### src/fpuCmpPkg.sv
// shared definitions for the single-precision compare unit.
// formats, class indices, operation codes and the float word view.
package fpuCmpPkg;

        // binary32 format widths.
        localparam int FLEN = 32;
        localparam int NEXP = 8;
        localparam int NSIG = 23;

        localparam int EXP_BIAS = 127;

        // width of the one-hot class vector and of the FCLASS result mask.
        localparam int NCLASS = 6;
        localparam int NMASK  = 10;

        // bit positions inside the one-hot class vector.
        localparam int CLASS_BIT_ZERO = 0;
        localparam int CLASS_BIT_SUB  = 1;
        localparam int CLASS_BIT_NORM = 2;
        localparam int CLASS_BIT_INF  = 3;
        localparam int CLASS_BIT_QNAN = 4;
        localparam int CLASS_BIT_SNAN = 5;

        // the RISC-V canonical quiet NaN that min/max returns for two NaNs.
        localparam logic [FLEN-1:0] CANON_NAN = 32'h7fc00000;

        // operation select. codes 6 and 7 are not used.
        typedef enum logic [2:0] {
                OP_FEQ    = 3'd0,
                OP_FLT    = 3'd1,
                OP_FLE    = 3'd2,
                OP_FMIN   = 3'd3,
                OP_FMAX   = 3'd4,
                OP_FCLASS = 3'd5
        } fpuOp_e;

        // field layout of a binary32 word, most significant field first.
        typedef struct packed {
                logic            sign;
                logic [NEXP-1:0] exp;  // biased exponent.
                logic [NSIG-1:0] frac; // stored fraction without the hidden bit.
        } floatFields_t;

        // the same 32 bits read either as a plain word or as its fields.
        typedef union packed {
                logic [FLEN-1:0] raw;
                floatFields_t    f;
        } floatWord_u;

endpackage

### src/fpOperandIf.sv
// one unpacked binary32 operand, passed from an unpacker to the compare units.
interface fpOperandIf import fpuCmpPkg::*; ();

        logic [FLEN-1:0]          raw;  // the original word that min/max may return.
        logic                     sign;
        logic signed [NEXP+1:0]   exp;  // unbiased with two guard bits so differences never wrap.
        logic [NSIG:0]            sig;  // significand including the hidden bit.
        logic [NCLASS-1:0]        cls;  // one-hot class indexed by CLASS_BIT_*.

        // the unpacker drives every field.
        modport prod (
                output raw,
                output sign,
                output exp,
                output sig,
                output cls
        );

        // compare, min/max and classify only read them.
        modport cons (
                input raw,
                input sign,
                input exp,
                input sig,
                input cls
        );

endinterface

### src/fpUnpack.sv
// binary32 unpacker.
// splits a raw word into sign, unbiased exponent, significand and a one-hot class.
module fpUnpack import fpuCmpPkg::*; (
        input  logic [31:0]     raw_i,
        fpOperandIf.prod        opOut
);

        floatWord_u             word;
        logic                   expOnes;
        logic                   expZero;
        logic                   fracZero;
        logic [NEXP-1:0]        expEff;

        assign word = floatWord_u'(raw_i);

        assign expOnes  = &word.f.exp;
        assign expZero  = ~|word.f.exp;
        assign fracZero = ~|word.f.frac;

        // subnormals and zero share the exponent of the smallest normal.
        // with the hidden bit cleared they then line up with normals,
        // so magnitudes compare correctly without shifting the fraction.
        assign expEff = expZero ? NEXP'(1) : word.f.exp;

        assign opOut.raw  = raw_i;
        assign opOut.sign = word.f.sign;
        assign opOut.exp  = {2'b00, expEff} - EXP_BIAS[NEXP+1:0]; // -126 up to +128.
        assign opOut.sig  = {~expZero, word.f.frac};

        always_comb begin
                opOut.cls = '0;
                if (expOnes) begin
                        if (fracZero) begin
                                opOut.cls[CLASS_BIT_INF] = 1'b1;
                        end else if (word.f.frac[NSIG-1]) begin
                                opOut.cls[CLASS_BIT_QNAN] = 1'b1; // quiet bit set.
                        end else begin
                                opOut.cls[CLASS_BIT_SNAN] = 1'b1;
                        end
                end else if (expZero) begin
                        if (fracZero) begin
                                opOut.cls[CLASS_BIT_ZERO] = 1'b1;
                        end else begin
                                opOut.cls[CLASS_BIT_SUB] = 1'b1;
                        end
                end else begin
                        opOut.cls[CLASS_BIT_NORM] = 1'b1;
                end

                // every encoding belongs to exactly one class.
                assert final ($onehot(opOut.cls))
                else $error("fpUnpack: class vector %b is not one-hot", opOut.cls);
        end

endmodule

### src/fpCompare.sv
// FEQ/FLT/FLE comparator for two unpacked binary32 operands.
// drives {lt, le, eq} of a against b, all zero when either operand is a NaN.
module fpCompare import fpuCmpPkg::*; (
        fpOperandIf.cons        a,
        fpOperandIf.cons        b,
        output logic [2:0]      cmp_o // {lt, le, eq}.
);

        logic                   aNan;
        logic                   bNan;
        logic signed [NSIG+1:0] sigDiff;
        logic signed [NEXP+2:0] expDiff;
        logic                   expEq;
        logic                   sigEq;
        logic                   absEq;
        logic                   absALtB;
        logic                   absALeB;
        logic                   absBLtA;
        logic                   absBLeA;
        logic                   aLtB;
        logic                   aLeB;
        logic                   aEqB;

        assign aNan = a.cls[CLASS_BIT_QNAN] | a.cls[CLASS_BIT_SNAN];
        assign bNan = b.cls[CLASS_BIT_QNAN] | b.cls[CLASS_BIT_SNAN];

        // differences are taken as b minus a, so a set top bit means a is larger.
        assign sigDiff = {1'b0, b.sig} - {1'b0, a.sig};
        assign expDiff = {b.exp[NEXP+1], b.exp} - {a.exp[NEXP+1], a.exp};

        assign expEq = (expDiff == '0);
        assign sigEq = (sigDiff == '0);
        assign absEq = expEq & sigEq;

        // magnitude ordering from the exponent first, then the significand.
        assign absALtB = (!expDiff[NEXP+2] && !expEq) ||
                         (expEq && !sigEq && !sigDiff[NSIG+1]);
        assign absALeB = (!expDiff[NEXP+2] && !expEq) ||
                         (expEq && !sigDiff[NSIG+1]);
        assign absBLtA = expDiff[NEXP+2] || (expEq && sigDiff[NSIG+1]);
        assign absBLeA = expDiff[NEXP+2] || (expEq && (sigDiff[NSIG+1] || sigEq));

        // for two negatives the magnitude order flips.
        assign aLtB = (a.sign && !b.sign) ||
                      (a.sign && b.sign && absBLtA) ||
                      (!a.sign && !b.sign && absALtB);
        assign aLeB = (a.sign && !b.sign) ||
                      (a.sign && b.sign && absBLeA) ||
                      (!a.sign && !b.sign && absALeB);
        assign aEqB = absEq && (a.sign == b.sign);

        always_comb begin
                if (aNan || bNan) begin
                        cmp_o = 3'b000; // unordered.
                end else if (a.cls[CLASS_BIT_INF]) begin
                        if (!a.sign) begin
                                // +inf only equals +inf and is never less.
                                if (b.cls[CLASS_BIT_INF] && !b.sign) begin
                                        cmp_o = 3'b011;
                                end else begin
                                        cmp_o = 3'b000;
                                end
                        end else begin
                                if (b.cls[CLASS_BIT_INF] && b.sign) begin
                                        cmp_o = 3'b011;
                                end else begin
                                        cmp_o = 3'b110;
                                end
                        end
                end else if (b.cls[CLASS_BIT_INF]) begin
                        cmp_o = b.sign ? 3'b000 : 3'b110; // a is finite here.
                end else if (a.cls[CLASS_BIT_ZERO] && b.cls[CLASS_BIT_ZERO]) begin
                        cmp_o = 3'b011; // +0 and -0 compare equal.
                end else begin
                        cmp_o = {aLtB, aLeB, aEqB};
                end

                // lt and eq are both refinements of le.
                assert final ((!cmp_o[2] || cmp_o[1]) && (!cmp_o[0] || cmp_o[1]))
                else $error("fpCompare: inconsistent result %b", cmp_o);
        end

endmodule

### src/fpMinMax.sv
// RISC-V FMIN/FMAX selection for two unpacked binary32 operands.
// reuses the comparator's lt/eq outputs and applies the NaN and signed-zero rules.
module fpMinMax import fpuCmpPkg::*; (
        fpOperandIf.cons        a,
        fpOperandIf.cons        b,
        input  logic            isMax_i,
        input  logic            lt_i,
        input  logic            eq_i,
        output logic [31:0]     result_o
);

        logic           aNan;
        logic           bNan;
        logic           bothZero;
        logic           pickA;
        floatWord_u     zeroRes;

        assign aNan = a.cls[CLASS_BIT_QNAN] | a.cls[CLASS_BIT_SNAN];
        assign bNan = b.cls[CLASS_BIT_QNAN] | b.cls[CLASS_BIT_SNAN];

        assign bothZero = eq_i & a.cls[CLASS_BIT_ZERO] & b.cls[CLASS_BIT_ZERO];

        // among two zeros the minimum is negative if either one is,
        // the maximum only if both are.
        always_comb begin
                zeroRes.f.sign = isMax_i ? (a.sign & b.sign) : (a.sign | b.sign);
                zeroRes.f.exp  = '0;
                zeroRes.f.frac = '0;
        end

        // ordered operands. equal non-zero values are the same word, so either will do.
        assign pickA = isMax_i ? ~lt_i : lt_i;

        always_comb begin
                if (aNan && bNan) begin
                        result_o = CANON_NAN;
                end else if (aNan) begin
                        result_o = b.raw; // a NaN loses to any number.
                end else if (bNan) begin
                        result_o = a.raw;
                end else if (bothZero) begin
                        result_o = zeroRes.raw;
                end else begin
                        result_o = pickA ? a.raw : b.raw;
                end
        end

endmodule

### src/fpClassify.sv
// FCLASS for binary32. builds the ten-bit RISC-V class mask of one operand.
module fpClassify import fpuCmpPkg::*; (
        fpOperandIf.cons        a,
        output logic [9:0]      mask_o
);

        logic   neg;
        logic   pos;

        assign neg = a.sign;
        assign pos = ~a.sign;

        always_comb begin
                mask_o[0] = neg & a.cls[CLASS_BIT_INF];
                mask_o[1] = neg & a.cls[CLASS_BIT_NORM];
                mask_o[2] = neg & a.cls[CLASS_BIT_SUB];
                mask_o[3] = neg & a.cls[CLASS_BIT_ZERO];
                mask_o[4] = pos & a.cls[CLASS_BIT_ZERO];
                mask_o[5] = pos & a.cls[CLASS_BIT_SUB];
                mask_o[6] = pos & a.cls[CLASS_BIT_NORM];
                mask_o[7] = pos & a.cls[CLASS_BIT_INF];
                mask_o[8] = a.cls[CLASS_BIT_SNAN]; // NaN classes ignore the sign.
                mask_o[9] = a.cls[CLASS_BIT_QNAN];

                // relies on the unpacker's class vector staying one-hot.
                assert final ($onehot(mask_o))
                else $error("fpClassify: mask %b is not one-hot", mask_o);
        end

endmodule

### src/fpuCmpTop.sv
// single-precision compare unit: FEQ, FLT, FLE, FMIN, FMAX and FCLASS.
// one request per valid cycle, result and NV flag registered one cycle later.
module fpuCmpTop import fpuCmpPkg::*; (
        input  logic            clk_i,
        input  logic            rstN_i,
        input  logic            valid_i,
        input  fpuOp_e          op_i,
        input  logic [31:0]     rs1_i,
        input  logic [31:0]     rs2_i,
        output logic            resultValid_o,
        output logic [31:0]     result_o,
        output logic            nv_o
);

        fpOperandIf             opA ();
        fpOperandIf             opB ();

        logic [2:0]             cmp;
        logic [FLEN-1:0]        minMaxRes;
        logic [NMASK-1:0]       classMask;
        logic                   anyNan;
        logic                   anySnan;
        logic [FLEN-1:0]        resultNext;
        logic                   nvNext;

        fpUnpack u_unpackA (
                .raw_i (rs1_i),
                .opOut (opA.prod)
        );

        fpUnpack u_unpackB (
                .raw_i (rs2_i),
                .opOut (opB.prod)
        );

        fpCompare u_compare (
                .a     (opA.cons),
                .b     (opB.cons),
                .cmp_o (cmp)
        );

        fpMinMax u_minMax (
                .a        (opA.cons),
                .b        (opB.cons),
                .isMax_i  (op_i == OP_FMAX),
                .lt_i     (cmp[2]),
                .eq_i     (cmp[0]),
                .result_o (minMaxRes)
        );

        fpClassify u_classify (
                .a      (opA.cons),
                .mask_o (classMask)
        );

        assign anySnan = opA.cls[CLASS_BIT_SNAN] | opB.cls[CLASS_BIT_SNAN];
        assign anyNan  = anySnan | opA.cls[CLASS_BIT_QNAN] | opB.cls[CLASS_BIT_QNAN];

        always_comb begin
                resultNext = '0;
                nvNext     = 1'b0;
                case (op_i)
                        OP_FEQ: begin
                                resultNext = {{(FLEN-1){1'b0}}, cmp[0]};
                                nvNext     = anySnan; // quiet compare.
                        end
                        OP_FLT: begin
                                resultNext = {{(FLEN-1){1'b0}}, cmp[2]};
                                nvNext     = anyNan; // signalling compare.
                        end
                        OP_FLE: begin
                                resultNext = {{(FLEN-1){1'b0}}, cmp[1]};
                                nvNext     = anyNan;
                        end
                        OP_FMIN, OP_FMAX: begin
                                resultNext = minMaxRes;
                                nvNext     = anySnan;
                        end
                        OP_FCLASS: begin
                                resultNext = {{(FLEN-NMASK){1'b0}}, classMask};
                        end
                        default: begin
                                resultNext = '0;
                        end
                endcase
        end

        // result and flag only load on a request, so they hold between pulses.
        always_ff @(posedge clk_i or negedge rstN_i) begin
                if (!rstN_i) begin
                        resultValid_o <= 1'b0;
                        result_o      <= '0;
                        nv_o          <= 1'b0;
                end else begin
                        resultValid_o <= valid_i;
                        if (valid_i) begin
                                result_o <= resultNext;
                                nv_o     <= nvNext;
                        end
                end
        end

        // the unused codes 6 and 7 must never be issued.
        assert property (@(posedge clk_i) disable iff (!rstN_i)
                valid_i |-> (op_i inside {OP_FEQ, OP_FLT, OP_FLE, OP_FMIN, OP_FMAX, OP_FCLASS}))
        else $error("fpuCmpTop: request with unused operation code %0d", op_i);

endmodule

### config.mk
export PLATFORM = sky130hd
export DESIGN_NAME = fpuCmpTop
export DESIGN_NICKNAME = d
export VERILOG_FILES = /design/src/fpuCmpPkg.sv /design/src/fpOperandIf.sv /design/src/fpUnpack.sv /design/src/fpCompare.sv /design/src/fpMinMax.sv /design/src/fpClassify.sv /design/src/fpuCmpTop.sv
export SDC_FILE = /design/constraint.sdc
export NUM_CORES = 1
export LEC_CHECK = 0
export BUFFER_PORTS_ARGS = -buffer_cell sky130_fd_sc_hd__buf_2
export CAP_MARGIN = 15
export CORE_MARGIN = 3
export CORE_UTILIZATION = 35
export DETAILED_ROUTE_END_ITERATION = 7
export GPL_TIMING_DRIVEN = 0
export PLACE_DENSITY_LB_ADDON = 0.2
export SLEW_MARGIN = 10
export SYNTH_ARGS = -nofsm -noshare
export SYNTH_HDL_FRONTEND = slang
export SYNTH_SLANG_ARGS = --single-unit
### constraint.sdc
create_clock -name clk_i -period 1.3 [get_ports clk_i]
set_input_delay 0.065 -clock clk_i [delete_from_list [all_inputs] [get_ports clk_i]]
set_output_delay 0.065 -clock clk_i [all_outputs]
set_load 0.1 [all_outputs]
# Word level (Yosys, flattened, before mapping)
# Index checks and enable logic that the tools add are counted.
op_classes:
  n_addsub: 4
  eq_ne: 6
  reduce_logical: 46
  n_bitwise: 20
  mux: 35
ops:
  columns: ["op", "n"]
  rows:
  - ["two-way mux 32 bit", 5]
  - ["one-hot mux 32 bit (5 select lines)", 1]
  - ["OR reduction 23 bit", 2]
  - ["two-way mux 3 bit", 10]
  - ["logical NOT 25 bit", 1]
  - ["subtractor 24 x 24 -> 25 bit", 1]
  - ["logical AND 1 bit", 18]
  - ["subtractor 8 x 7 -> 9 bit, second input constant", 2]
  - ["two-way mux 8 bit", 2]
  - ["AND reduction 8 bit", 2]
  - ["OR reduction 8 bit", 2]
  - ["AND 1 bit", 12]
  - ["two-way mux 1 bit", 12]
  - ["logical NOT 11 bit", 1]
  - ["logical OR 1 bit", 10]
  - ["subtractor 9 x 9 -> 10 bit", 1]
  - ["two-way mux 2 bit", 4]
  - ["== test 3 x 2 -> 1 bit, second input constant", 2]
  - ["== test 3 bit, second input constant", 2]
  - ["logical NOT 1 bit", 6]
  - ["bitwise OR 1 bit", 6]
  - ["OR reduction 2 bit", 2]
  - ["== test 3 x 1 -> 1 bit, second input constant", 1]
  - ["logical NOT 3 bit", 1]
  - ["4 further kinds", 5]
totals:
  output_inout_bits: 34
  word_cells: 114
  in_bits: 70
  regBits: 34

# Longest topological paths before layout
depth:
  depth_word: 22
  ltp_mapped: 21
  depth_no_buf: 20

# Modules after synthesis
# From an unflattened synthesis, not the netlist that was laid out.
unflattened:
  hier_cells: 759
  area_unflattened_um2: 6027.0
by_module_without_submodules:
  columns: ["mod", "cells_each", "n_inst", "area_each_um2", "seq_area_each_um2"]
  rows:
  - ["fpCompare", 363, 1, 2537.4, 0.0]
  - ["fpuCmpTop", 121, 1, 1570.3, 850.8]
  - ["fpUnpack", 95, 2, 685.7, 0.0]
  - ["fpMinMax", 75, 1, 483.0, 0.0]
  - ["fpClassify", 10, 1, 65.1, 0.0]

# Worst setup path before layout
# Ideal clock, no wire load.
synth_path:
  path_type: "input to register"
  start: "input rs2_i[27]"
  end: "register result_o[23]"
  t_arrival_ps: 4798
  stages: 17
  setup_time_ps: 126
  required_ps: 1174
  path_buffers: 0
  slack_ps: -3624
  cell_sequence: "or4_1 -> nor2_1 -> or2_2 -> o21ai_0 -> fa_1 -> nor2b_1 -> o211ai_1 -> mux2i_1 -> or2_0 -> or4_1 -> or4_1 -> or4_4 -> nor4_4 -> nor2_1 -> or3_4 -> a21o_4 -> a221o_1"
synth_via:
  elab_chain_cells: 22
  word_cells_on_any_way: 50
  classes_between: "add/sub: 3; mux: 18; bitwise: 5; reduce/logical: 24"
synth_lines:
  columns: ["element", "line_no", "source"]
  rows:
  - ["start, declared", "fpuCmpTop.sv:9", "input logic [31:0] rs2_i,"]
  - ["OR reduction 8 bit", "fpUnpack.sv:17", "assign expZero = ~|word.f.exp;"]
  - ["two-way mux 8 bit", "fpUnpack.sv:23", "assign expEff = expZero ? NEXP'(1) : word.f.exp;"]
  - ["subtractor 8 x 7 -> 9 bit", "fpUnpack.sv:27", "assign opOut.exp = {2'b00, expEff} - EXP_BIAS[NEXP+1:0];"]
  - ["subtractor 9 x 9 -> 10 bit", "fpCompare.sv:29", "assign expDiff = {b.exp[NEXP+1], b.exp} - {a.exp[NEXP+1], a.exp};"]
  - ["logical NOT 11 bit", "fpCompare.sv:31", "assign expEq = (expDiff == '0);"]
  - ["logical AND 1 bit, or another cell as far along", "fpCompare.sv:40", "assign absBLtA = expDiff[NEXP+2] || (expEq && sigDiff[NSIG+1]);"]
  - ["logical OR 1 bit, or another cell as far along", "fpCompare.sv:40", null]
  - ["logical AND 1 bit / logical OR 1 bit (equally long branches)", "fpCompare.sv:45, fpCompare.sv:36", null]
  - ["(+6 left out)", null, null]
  - ["NOT 1 bit", "fpMinMax.sv:32", "assign pickA = isMax_i ? ~lt_i : lt_i;"]
  - ["two-way mux 1 bit", "fpMinMax.sv:32", null]
  - ["two-way mux 32 bit", "fpMinMax.sv:44", "result_o = pickA ? a.raw : b.raw;"]
  - ["two-way mux 32 bit", "fpMinMax.sv:41", "end else if (bothZero) begin"]
  - ["two-way mux 32 bit", "fpMinMax.sv:39", "end else if (bNan) begin"]
  - ["two-way mux 32 bit", "fpMinMax.sv:37", "end else if (aNan) begin"]
  - ["two-way mux 32 bit *", "fpMinMax.sv:35", "if (aNan && bNan) begin"]
  - ["one-hot mux 32 bit (5 select lines) *", "fpuCmpTop.sv:62", "case (op_i)"]
  - ["end signal, assigned", "fpuCmpTop.sv:97", "result_o <= resultNext;"]
  - ["end, declared", "fpuCmpTop.sv:11", "output logic [31:0] result_o,"]
# Mark *: on every way between the ends. The rest lies on a longest branch, timed or not.
# A chain may end at the register's enable or synchronous reset.

# Final worst setup path
layout_path:
  start: "input rs2_i[27]"
  end: "register result_o[30]"
# The elaborated chain is that of the path after synthesis.

==> qor.yml <==
status: "finished, violations left"
violations: "negative setup slack"
yosysSeqAreaShare: 0.178
synth_xor_area_frac: 0.0457
setup_ws_ns: -3.54
place_inst: 919
synthCells: 640
clkLatencyLatePin_ns: 0.29
cp.required_ns: 1.47
finalMaxSlewViolations: 0
cts_root_buf: "clkbuf_16"
drive_gt1_frac: 0.253
tns_ns: -110.81
postRouteAntennaNets: 0
chipHeight_microns: 123
num_antenna_cells: 0
path_clk_slew_ns: 0.06
ys_warn_count: 0
initial_core_util: 0.360
fin_crit_sh: 3.72
multi_input_area_sq_um: 3970
synth-main-ff-cell: "dfrtp_1"
wl_per_cell_microns: 19.7
power.total_mw: 5.59
track_usage: 0.236
clk_path_buf_depth: 2
p_leak_nw: 2.82
cp-end-kind: "flop"
die_w_microns: 123
fp.coreArea_sq_um: 13300
tightestPinTransition_ns: 0.830
critPathMaxFanout: 8
rows: 42
worstSetupPathType: "in2reg"
dp_slack_ns: -4.14
clock-sinks: 34
routed_via_density: 6.09
synth_area_sq_um: 4790
antenna_found_initial: 0
synth_edf_count: 0
synth_fa_ha_area_frac: 0.102
ys_async_sr_fraction: 1.00
drc: 0
cts_buffers: 5
port_buffers: 103
regArea_sq_um: 851
period_minus_slack_ns: 4.84
p_per_area_nw_per_um2: 885
cts-htree-levels: 2
drt_pass1_iterations: 6
die-area_sq_um: 15100
post-dp-hpwl_microns: 14700
grt_setup_unrepaired: "yes"
synth-simple-area-share: 0.290
layout_commonest_cell: "buf_2"
io_pins: 104
ir_drop_mv: 0.476
synth.ff_latch_count: 34
timing.fmax_mhz: 207
grt_pass1_wl_microns: 28200
drv_cap: 0
routed_wl_microns: 18700
synth_top_family_by_area: "compound AO/OA/AOI/OAI gates"
drtIter0Drc: 503
num-fill-cells: 1344
gp_congestion: 0.927
grt_max_degree: 35
final_core_util: 0.475
final_cell_mix: "buf_2 (96), nor2_1 (57), nand2_1 (56), a21oi_1 (45), inv_1 (42)"
setup_viol: 33
synth_compound_area_frac: 0.315
first_global_vias: 5558
critPathLaunchType: "input port"
instances_no_fill: 950
area_growth_syn_to_layout_pct: 31.9
vias: 5782
grt_overflow: 0
relSlewSlack: 0.447
syn_avg_cell_area_sq_um: 7.48
fin_skew_ns: 0
timing.final.hold_violations: 0
cts_tree: "built"
cp.arrival_ns: 5.01
synth_mux_area_frac: 0.0131
holdCritPathClass: "in2reg"
synthDistinctLibCells: 74
fin_nets: 881
syn_nets: 748
[where the power goes]
part / switching [mW] / internal (mW)
Combinational: 2.02 / 0.992
Clock: 0.499 / 0.869
Sequential: 0.0562 / 1.15
[state kept, by name (all words and copies together), names as in the netlist]
| signal | cells |
|---|---|
| result_o | 32 |
| nv_o | 1 |
| resultValid_o | 1 |
[cells in the mapped netlist, types with 6 or more instances]
master	count	area [sq um]
clkbuf_1	19	71.3
nand4_1	14	87.6
inv_1	44	165
o221ai_1	6	52.6
and2_1	6	37.5
a21oi_1	46	230
ha_1	36	450
nand2_1	58	218
or3_1	7	43.8
o211ai_1	7	52.6
nor4_1	16	100
a221o_1	18	180
xor2_1	9	78.8
or4_1	7	52.6
nand3_1	18	90.1
dfrtp_1	34	851
o31ai_1	7	52.6
a21o_1	7	52.6
a32oi_1	14	123
xnor2_1	16	140
a211oi_1	6	45.0
nand2b_1	11	68.8
o21ai_0	28	140
nor2b_1	12	75.1
nor2_1	60	225
o21a_1	8	60.1
and3_1	10	62.6
o2bb2ai_1	16	140
nor3_1	12	60.1
[path summary, 6_finish.rpt]
path                                            end  depth (start not counted)  slack [ns]                startpoint
setup / recovery           result_o[30]$_DFFE_PN0P_                         18       -3.54                 rs2_i[27]
hold / removal             result_o[25]$_DFFE_PN0P_                          2        0.06                 rs1_i[25]
min in group asynchronous  result_o[24]$_DFFE_PN0P_                          2        0.42                    rstN_i
max in group asynchronous  result_o[14]$_DFFE_PN0P_                          2        0.35                    rstN_i
setup reg to reg           result_o[31]$_DFFE_PN0P_                          4        0.21  result_o[31]$_DFFE_PN0P_
hold reg to reg            result_o[20]$_DFFE_PN0P_                          1        0.48  result_o[20]$_DFFE_PN0P_
[critical path: stages]
cell and delay (ns):
buf_8 0.09, or4_4 0.53, nor2_4 0.12, or2_4 0.13, o21ai_4 0.06, fa_2 0.43, xnor2_2 0.16, a2111o_1 0.40
a21oi_2 0.12, nand4_1 0.11, or4_4 0.42, or4_4 0.54, or4_4 0.50, nor4_4 0.23, nor2_2 0.08, or3_4 0.43
a21o_4 0.26, a221o_1 0.32
[timing repair]
action                                 CTS  global route
cloned                                   1             1
gates resized for setup                 49            35
pin swaps                               21            14
hold buffers                             2             0
endpoints found under the hold margin   35             0
setup endpoints to repair               33            33
setup buffers                           12             8
[routing by layer]
metal	routed length [microns]	vias to the layer above	track usage
met3	1490	36	0.0439
met1	7850	2783	0.301
met5	0	-	0
li1	-	2714	-
met4	444	0	0.0756
met2	8890	249	0.402
[area by class of cell]
class / count / share of cell area
Multi-Input combinational cell: 538 / 0.629
Sequential cell: 34 / 0.135
Timing Repair Buffer: 126 / 0.126
Tap cell: 176 / 0.0349
Clock buffer: 8 / 0.0264
Inverter: 44 / 0.0262
Buffer: 24 / 0.0232
[per-stage QoR]
stage | cell area (sq um) | hold slack [ns]
final | 6310 | 0.0556
after floorplan | 4830 | -0.231
after global placement | 5560 | 0.196
after CTS | 6050 | 0.0653
after global routing | 6310 | 0.0588
after detailed placement | 5560 | 0.197
[logic make-up after synthesis]
logic type,Yosys count
muxes,6
adders and majority gates,38
DFF,34
AOI/OAI and AO/OA,208
and+or+nand+nor,261
buffers and inverters,68
xor gates and xnor gates,25
Note: power is estimated with default switching activity, not from simulation.
